[src/logic/cpu_pkg.sv]
// bundle types and encodings shared by the execute stage and its testbench.

package cpu_pkg;

    // widths.
    localparam int DATA_W     = 32;
    localparam int REG_ADDR_W = 5;
    localparam int OPC_W      = 6;
    localparam int ALU_OP_W   = 6;
    localparam int SRC_W      = 3;
    localparam int SHAMT_W    = 6;

    // alu operation codes, mips funct style.
    localparam logic [ALU_OP_W-1:0] ALU_ADD  = 6'h20;
    localparam logic [ALU_OP_W-1:0] ALU_SUB  = 6'h22;
    localparam logic [ALU_OP_W-1:0] ALU_AND  = 6'h24;
    localparam logic [ALU_OP_W-1:0] ALU_OR   = 6'h25;
    localparam logic [ALU_OP_W-1:0] ALU_XOR  = 6'h26;
    localparam logic [ALU_OP_W-1:0] ALU_NOR  = 6'h27;
    localparam logic [ALU_OP_W-1:0] ALU_SLT  = 6'h2a;
    localparam logic [ALU_OP_W-1:0] ALU_SLTU = 6'h2b;
    localparam logic [ALU_OP_W-1:0] ALU_SLL  = 6'h00;
    localparam logic [ALU_OP_W-1:0] ALU_SRL  = 6'h02;
    localparam logic [ALU_OP_W-1:0] ALU_SRA  = 6'h03;
    localparam logic [ALU_OP_W-1:0] ALU_LUI  = 6'h0f;

    // second operand source.
    localparam logic [SRC_W-1:0] SRC_REG  = 3'd0;  // r_data_p2.
    localparam logic [SRC_W-1:0] SRC_SIMM = 3'd1;  // sign extended immediate.
    localparam logic [SRC_W-1:0] SRC_ZIMM = 3'd2;  // low half, zero extended.

    // sequential pc increment.
    localparam logic [DATA_W-1:0] PC_STEP = 32'd4;

    // issue bundle, decode to execute.
    typedef struct packed {
        logic                  valid;
        logic [OPC_W-1:0]      op;
        logic                  jump;
        logic                  branch;
        logic                  reg_wr;
        logic                  mem_to_reg;
        logic                  mem_wr;
        logic [ALU_OP_W-1:0]   alu_op;
        logic [SRC_W-1:0]      alu_src;
        logic                  reg_dst;       // 1 selects rd as destination.
        logic [REG_ADDR_W-1:0] rt;
        logic [REG_ADDR_W-1:0] rs;
        logic [REG_ADDR_W-1:0] rd;
        logic [DATA_W-1:0]     r_data_p1;
        logic [DATA_W-1:0]     r_data_p2;
        logic [DATA_W-1:0]     brn_eq_pc;     // branch or jump target.
        logic [DATA_W-1:0]     sign_imm;
        logic [SHAMT_W-1:0]    shamt;
        logic                  brn_pred;
        logic [DATA_W-1:0]     curr_pc;
        logic [DATA_W-1:0]     next_pred_pc;  // pc that fetch went on with.
    } issue_t;

    // reduced bundle, execute to memory.
    typedef struct packed {
        logic                  valid;
        logic                  reg_wr;
        logic                  mem_to_reg;
        logic                  mem_wr;
        logic [REG_ADDR_W-1:0] wr_reg;
        logic [DATA_W-1:0]     alu_result;
        logic [DATA_W-1:0]     store_data;
        logic [DATA_W-1:0]     pc;
    } mem_t;

endpackage
[src/logic/ex_stage.sv]
// execute stage top: issue register, alu, branch resolve and the register to memory.

module ex_stage
    import cpu_pkg::*;
    (
        input  logic                clk,
        input  logic                reset,
        input  issue_t              issue_i,
        output mem_t                mem_o,
        output logic                redirect_o,
        output logic [DATA_W-1:0]   redirect_pc_o
    );

    issue_t            ex_q;
    mem_t              ex_res;
    logic [DATA_W-1:0] alu_result;
    logic              mispredict;

    // a mispredict drops the wrong path issue arriving this cycle.
    pipe_reg #(.payload_t(issue_t)) u_ex_reg
    (
        .clk   (clk),
        .reset (reset),
        .clr_i (mispredict),
        .d_i   (issue_i),
        .q_o   (ex_q)
    );

    ex_alu u_alu
    (
        .ex_i     (ex_q),
        .result_o (alu_result)
    );

    branch_resolve u_brn
    (
        .ex_i          (ex_q),
        .mispredict_o  (mispredict),
        .redirect_pc_o (redirect_pc_o)
    );

    assign redirect_o = mispredict;

    assign ex_res.valid      = ex_q.valid;
    assign ex_res.reg_wr     = ex_q.reg_wr;
    assign ex_res.mem_to_reg = ex_q.mem_to_reg;
    assign ex_res.mem_wr     = ex_q.mem_wr;
    assign ex_res.wr_reg     = ex_q.reg_dst ? ex_q.rd : ex_q.rt;
    assign ex_res.alu_result = alu_result;
    assign ex_res.store_data = ex_q.r_data_p2;
    assign ex_res.pc         = ex_q.curr_pc;

    // mispredicting instruction itself still moves on.
    pipe_reg #(.payload_t(mem_t)) u_mem_reg
    (
        .clk   (clk),
        .reset (reset),
        .clr_i (1'b0),
        .d_i   (ex_res),
        .q_o   (mem_o)
    );

endmodule

[src/logic/branch_resolve.sv]
// resolves jumps and branches against the fetch prediction and flags a mispredict.

module branch_resolve
    import cpu_pkg::*;
    (
        input  issue_t              ex_i,
        output logic                mispredict_o,
        output logic [DATA_W-1:0]   redirect_pc_o
    );

    logic [DATA_W-1:0] seq_pc;
    logic [DATA_W-1:0] actual_pc;
    logic              operands_eq;
    logic              take_target;

    assign seq_pc      = ex_i.curr_pc + PC_STEP;
    assign operands_eq = (ex_i.r_data_p1 == ex_i.r_data_p2);

    // beq style compare only.
    assign take_target = ex_i.jump | (ex_i.branch & operands_eq);

    always_comb
    begin
        if (take_target)
        begin
            actual_pc = ex_i.brn_eq_pc;
        end
        else
        begin
            actual_pc = seq_pc;  // fall through.
        end
    end

    // any disagreement with fetch counts, not just branch direction.
    assign mispredict_o  = ex_i.valid & (actual_pc != ex_i.next_pred_pc);
    assign redirect_pc_o = actual_pc;

endmodule

[src/logic/ex_alu.sv]
// execute alu: picks the second operand and computes the result or the link value.

module ex_alu
    import cpu_pkg::*;
    (
        input  issue_t              ex_i,
        output logic [DATA_W-1:0]   result_o
    );

    logic [DATA_W-1:0] op_a;
    logic [DATA_W-1:0] op_b;
    logic [DATA_W-1:0] alu_res;
    logic [4:0]        shift_amt;
    logic              is_link;

    assign op_a      = ex_i.r_data_p1;
    assign shift_amt = ex_i.shamt[4:0];  // 32 bit shifter.

    // jumps and branches write back the return address.
    assign is_link = ex_i.valid & (ex_i.jump | ex_i.branch);

    // second operand mux.
    always_comb
    begin
        case (ex_i.alu_src)
            SRC_SIMM:
            begin
                op_b = ex_i.sign_imm;
            end
            SRC_ZIMM:
            begin
                op_b = {16'h0000, ex_i.sign_imm[15:0]};
            end
            default:
            begin
                op_b = ex_i.r_data_p2;  // SRC_REG and unused codes.
            end
        endcase
    end

    always_comb
    begin
        case (ex_i.alu_op)
            ALU_ADD:
                alu_res = op_a + op_b;
            ALU_SUB:
                alu_res = op_a - op_b;
            ALU_AND:
                alu_res = op_a & op_b;
            ALU_OR:
                alu_res = op_a | op_b;
            ALU_XOR:
                alu_res = op_a ^ op_b;
            ALU_NOR:
                alu_res = ~(op_a | op_b);
            ALU_SLT:
                alu_res = {31'd0, $signed(op_a) < $signed(op_b)};
            ALU_SLTU:
                alu_res = {31'd0, op_a < op_b};
            // fixed shifts act on rt.
            ALU_SLL:
                alu_res = ex_i.r_data_p2 << shift_amt;
            ALU_SRL:
                alu_res = ex_i.r_data_p2 >> shift_amt;
            ALU_SRA:
                alu_res = $unsigned($signed(ex_i.r_data_p2) >>> shift_amt);
            ALU_LUI:
                alu_res = {op_b[15:0], 16'h0000};
            default:
                alu_res = '0;  // unknown op.
        endcase
    end

    assign result_o = is_link ? (ex_i.curr_pc + PC_STEP) : alu_res;

endmodule

[src/logic/pipe_reg.sv]
// clearable pipeline register for any packed payload, used at each stage boundary.

module pipe_reg
    #(
        parameter type payload_t = logic [31:0]
    )
    (
        input  logic     clk,
        input  logic     reset,
        input  logic     clr_i,
        input  payload_t d_i,
        output payload_t q_o
    );

    // clear wins over load, so a dropped bundle never lands.
    always_ff @(posedge clk or posedge reset)
    begin
        if (reset)
        begin
            q_o <= '0;
        end
        else if (clr_i)
        begin
            q_o <= '0;  // bubble.
        end
        else
        begin
            q_o <= d_i;
        end
    end

endmodule

[config.mk]
export PLATFORM = sky130hd
export DESIGN_NAME = ex_stage
export DESIGN_NICKNAME = d
export VERILOG_FILES = /design/src/logic/cpu_pkg.sv /design/src/logic/ex_stage.sv /design/src/logic/branch_resolve.sv /design/src/logic/ex_alu.sv /design/src/logic/pipe_reg.sv
export SDC_FILE = /design/constraint.sdc
export NUM_CORES = 1
export LEC_CHECK = 0
export BUFFER_PORTS_ARGS = -buffer_cell sky130_fd_sc_hd__buf_2
export CAP_MARGIN = 20
export CORE_UTILIZATION = 35
export DETAILED_ROUTE_END_ITERATION = 10
export MAX_ROUTING_LAYER = met4
export SYNTH_ARGS = -nofsm -noshare
export SYNTH_HDL_FRONTEND = slang
export SYNTH_SLANG_ARGS = --single-unit
[constraint.sdc]
create_clock -name clk -period 20.6 [get_ports clk]
set_input_delay 1.03 -clock clk [delete_from_list [all_inputs] [get_ports clk]]
set_output_delay 1.03 -clock clk [all_outputs]
set_load 0.03 [all_outputs]
# Word-level counts from Yosys, hierarchy flattened
# Index checks and enable logic that the tools add are counted.
# Widths: inputs -> output; s select.
[word_totals]
reg_bits = 328
latch_bits = 0
ramBits = 0
rom_bits = 0
mem_count = 0
[op_classes]
n_addsub = 3
n_mul = 0
n_div = 0
order_cmp = 2
n_eq_ne = 15
shift = 3
muxes = 6
bitwise = 9
reduce_logical = 1
[ops]
columns = ["operator", "count"]
rows = [
  ["$pmux 32 s12", 1],
  ["$mux 236", 1],
  ["$lt 32x32->1", 2],
  ["$mux 32", 2],
  ["$pmux 32 s2", 1],
  ["$eq 6x6->1 const B", 8],
  ["$add 32x3->32 const B", 1],
  ["$add 32x32->32", 1],
  ["$and 32x32->32", 1],
  ["$eq 32x32->1", 1],
  ["$ne 32x32->1", 1],
  ["$not 32->32", 1],
  ["$or 32x32->32", 1],
  ["$shl 32x5->32", 1],
  ["$shr 32x5->32", 1],
  ["$sshr 32x5->32", 1],
  ["$sub 32x32->32", 1],
  ["$xor 32x32->32", 1],
  ["$eq 6x2->1 const B", 2],
  ["$eq 6x4->1 const B", 1],
  ["$logic_not 6->1", 1],
  ["$mux 5", 1],
  ["$and 1x1->1", 3],
  ["$eq 3x1->1 const B", 1],
  ["2 further kinds", 3],
]

# Longest topological paths before layout
[depth]
word_depth = 7
ltp_mapped = 20
depth_no_buf = 17

# Modules after synthesis
# A second synthesis with hierarchy kept.
[hier_totals]
hier_cells = 2701
hier_area_um2 = 24168.2
[modules_own_cells]
columns = ["mod", "instances", "cells_per_inst", "area_per_inst_um2"]
rows = [
  ["ex_alu", 1, 1602, 10606.4],
  ["pipe_reg (u_ex_reg)", 1, 499, 7662.3],
  ["pipe_reg (u_mem_reg)", 1, 222, 3369.5],
  ["branch_resolve", 1, 372, 2469.9],
  ["ex_stage", 1, 6, 60.1],
]

# Worst setup path after synthesis
# Ideal clock, no wire load.
[synth_timing]
kind = "reg-to-output"
startpoint = "register u_ex_reg.q_o[158] (netlist bit)"
endpoint = "output port redirect_o"
t_arrival_ns = 3.732
setup_slack_ns = 15.838
path_stages_with_launch = 13
cell_sequence = "dfrtp_1 > buf_2 > xor2_1 > or4_4 > nor4_4 > a31oi_1 > clkbuf_1 > a21oi_1 > o211a_1 > nand4_1 > o41ai_4 > clkbuf_1 > inv_1"
[synth_between]
elab_chain_len = 6
[synth_rtl]
columns = ["item", "line", "source"]
rows = [
  ["start, declared", "pipe_reg.sv:12", "output payload_t q_o"],
  ["start signal, assigned", "pipe_reg.sv:28", "q_o <= d_i;"],
  ["$eq 32x32->1", "branch_resolve.sv:17", "assign operands_eq = (ex_i.r_data_p1 == ex_i.r_data_p2);"],
  ["$and 1x1->1", "branch_resolve.sv:20", "assign take_target = ex_i.jump | (ex_i.branch & operands_eq);"],
  ["$or 1x1->1", "branch_resolve.sv:20", ""],
  ["$mux 32", "branch_resolve.sv:24", "if (take_target)"],
  ["net redirect_pc_o[30]", "ex_stage.sv:11", "output logic [DATA_W-1:0] redirect_pc_o"],
  ["$ne 32x32->1", "branch_resolve.sv:35", "assign mispredict_o = ex_i.valid & (actual_pc != ex_i.next_pred_pc);"],
  ["$and 1x1->1", "branch_resolve.sv:35", ""],
  ["end, declared", "ex_stage.sv:10", "output logic redirect_o,"],
]
# The timed path passes the listed nets, and every way through them passes these cells.

# Worst setup path in the final report
[layout_timing]
startpoint = "register u_ex_reg.q_o[143] (netlist bit)"
endpoint = "output port redirect_o"
[layout_between]
elab_chain_len = 6
[layout_rtl]
columns = ["item", "line"]
rows = [
  ["$eq 32x32->1", "branch_resolve.sv:17"],
  ["$and 1x1->1", "branch_resolve.sv:20"],
  ["$or 1x1->1", "branch_resolve.sv:20"],
  ["$mux 32", "branch_resolve.sv:24"],
  ["$ne 32x32->1", "branch_resolve.sv:35"],
  ["$and 1x1->1", "branch_resolve.sv:35"],
]
# Every way passes these cells.

==> impl_metrics.toml <==
[outcome]
outcome = "finished clean"

[critical_path]
crit_path_top_delay_cell = "xnor2_1"
startpoint = "u_ex_reg.q_o[143]"
path_cells = "xnor2_1 -> nand4_1 -> or4b_1 -> or2_0 -> o211ai_1 -> or4b_1 -> nor4_1 -> nand4_1 -> o41ai_4 -> buf_4 -> inv_1 -> buf_2"
r2r_slack_ps = 14810
crit_required_ps = 19570
worstPathArrival_ps = 5420
crit_type = "flop to output port"
worst-path-max-fanout = 25
start_kind = "flop"
r2r_start = "u_ex_reg.q_o[143]"
cp-end-kind = "output port"
slowest_delay_ps = 700

[yosys]
syn_nets = 2711
synth_ff_type = "dfrtp_1"
netlist-cell-type-count = 80
synth_edf_count = 0
avgSynthCellArea_um2 = 9.26
syn_inst = 2367
syn-cell-area_um2 = 21900
synth-seq-area-share_pct = 37.5
synth_warnings = 0
synth_seq_cells = 328
async_reset_ff_share_pct = 100

[hold_path]
hold_path_class = "flop to flop"
min_from = "u_ex_reg.q_o[224]"

[sta]
setup_viol = 0
finalMaxSlewViolations = 0
rsz0062_at_grt = "false"
relSlewSlack_pct = 26.1
worstMarginPinSlew_ps = 1080
period_share_pct = 31.3
fmax_ghz = 0.155
finClkSkew_ps = 28.4
setup_tns_ps = 0
timing.final.crit_period_ps = 6450
fin_ws_ps = 14150
hold_viol = 0

[global_route]
grtUsageMet1_pct = 36.2
met2_usage_pct = 42.9
overflow = 0
grt_usage_pct = 27.3
grt_pass1_vias = 19000
grt_max_degree = 112
top_usage_layer = "met2"
grt_util_met3_pct = 3.85
grt_antenna_before_repair = 3
grt_first_pass_wirelength_um = 126000

[layout]
layout_common_cells = "362 x buf_2, 323 x dfrtp_1, 235 x and2_1, 209 x nor2_1, 173 x a21oi_1"
final_cells = 3496
finish.utilization_pct = 41.5
nets = 2974
nFillCells = 6156
drive_gt1_share_pct = 20.8
final_common_cell = "buf_2"
syn_to_final_growth_pct = 17.0
fin_area_um2 = 25600

[pwr]
powerDensity_nw_per_um2 = 79.3
peakVddDrop_mv = 0.0508
p_leak_nw = 11.6

[routing]
dr.pass1.iters = 5
wire_per_inst_um = 24.5
drc = 0
wl_um = 85500
final_antenna_net_count = 0
route.vias.total = 19600
viasPerCell = 5.61
drt_iter0_drc = 2164

[run]
maxCapViolCount = 0

[clock_tree]
htreeDepth = 2
clkTransAtPathRegs_ps = 60
holdBufCountCts = 0
clock_path_buffers = 3
cts_sinks = 328
cts_setup_buffers = 0
root_buffer = "clkbuf_16"
cts_resized = 0
cts_tree = "built"
cts_buffers = 39
clk_latency_ps = 570

[floorplan]
boundaryPins = 376
die_h_um = 252
row_count = 91
die-area_um2 = 63600
fp.dieW_um = 252
initial_utilization_pct = 35.4
core_um2 = 61800

[placement]
dpl_worst_slack_ps = 14900
port_buffers = 362
gp_congestion = 1.02
dp_cells = 3425
placed_area_um2 = 24400
dp_hpwl_um = 64600
final cells by class:
type / count / area (um2) / area share, %
diodes: 1 / 2.50 / 0.00976
clock buffers: 53 / 1100 / 4.29
clock inverters: 16 / 140 / 0.546
inverters: 119 / 454 / 1.77
multi-input cells: 1742 / 12600 / 49.0
flip-flops and latches: 328 / 8220 / 32.0
well taps: 837 / 1050 / 4.08
repair buffers: 400 / 2120 / 8.25
through the flow:
step	hold slack, ps	power (mW)
floorplan	331	1.15
global placement	332	1.35
finish	343	2.03
CTS	347	2.04
global route	354	2.13
detailed placement	336	1.36
report_power, final:
group / leakage, nW / internal (mW) / switching, mW / total (mW)
sequential: 4.10 / 0.694 / 0.0545 / 0.749
combinational: 6.91 / 0.219 / 0.392 / 0.611
clock: 0.614 / 0.390 / 0.283 / 0.673
routing by layer:
layer,wire length [um],vias to the layer above
met1,36300,9812
met5,0,-
met2,40700,827
met3,5710,126
met4,2840,0
li1,-,8844
worst paths after layout:
check / endpoint / cells after the start
max: redirect_o / 12
min: u_mem_reg.q_o[101] / 0
max reg2reg: u_ex_reg.q_o[79] / 12
min reg2reg: u_mem_reg.q_o[101] / 0
max in group asynchronous: u_ex_reg.q_o[84] / 4
min in group asynchronous: u_mem_reg.q_o[28] / 2
Yosys cell counts (5+ instances only):
cell | n | share of area, %
inv_1 | 117 | 2.0
nor3_1 | 51 | 1.2
o21a_1 | 9 | 0.31
or4_1 | 7 | 0.24
a22o_1 | 20 | 0.80
o221ai_1 | 19 | 0.76
and2_1 | 235 | 6.7
xnor2_1 | 97 | 3.9
o31a_1 | 7 | 0.28
nand3_1 | 21 | 0.48
o22ai_1 | 22 | 0.63
a21oi_1 | 173 | 4.0
or3_1 | 12 | 0.34
a211o_1 | 5 | 0.20
buf_4 | 8 | 0.27
mux2_2 | 16 | 0.82
nor4_1 | 21 | 0.60
mux4_2 | 49 | 5.0
buf_1 | 18 | 0.31
nand2_1 | 108 | 1.8
a221o_1 | 12 | 0.55
o211ai_1 | 25 | 0.86
o21bai_1 | 10 | 0.34
clkbuf_1 | 134 | 2.3
nand2b_1 | 16 | 0.46
o31ai_1 | 13 | 0.45
nor2_1 | 210 | 3.6
a221oi_1 | 9 | 0.36
and3_1 | 12 | 0.34
mux2i_1 | 81 | 3.7
a2111oi_0 | 7 | 0.28
xor2_1 | 58 | 2.3
dfrtp_1 | 328 | 37
o21ai_0 | 104 | 2.4
a22oi_1 | 27 | 0.92
nand4_1 | 29 | 0.83
a211oi_1 | 33 | 1.1
o41ai_1 | 6 | 0.24
a21o_1 | 9 | 0.31
buf_2 | 17 | 0.39
ha_1 | 104 | 5.9
a31oi_1 | 11 | 0.31
nor2b_1 | 20 | 0.57
sequential cells by signal, summed over array words and instances (netlist names):
name / cells
u_ex_reg.q_o: 223
u_mem_reg.q_o: 105
worst max-delay path: cells and delay by family, from the launching register on:
kind                   cells  cell delay [ps]
buffers and inverters      3              540
AND/OR/NAND/NOR            6             2510
AO/OA/AOI/OAI              2              570
flip-flops                 1              530
XOR/XNOR                   1              700
cells by family after synthesis:
logic type      Yosys count  share of synthesized area [%]
compound gates          568                           17.1
xor+xnor                156                           6.30
fa+ha+maj               106                           6.12
buf+inv                 297                           5.33
flops                   328                           37.5
mux                     146                           9.56
simple gates            766                           18.2
(Power assumes the default switching activity.)
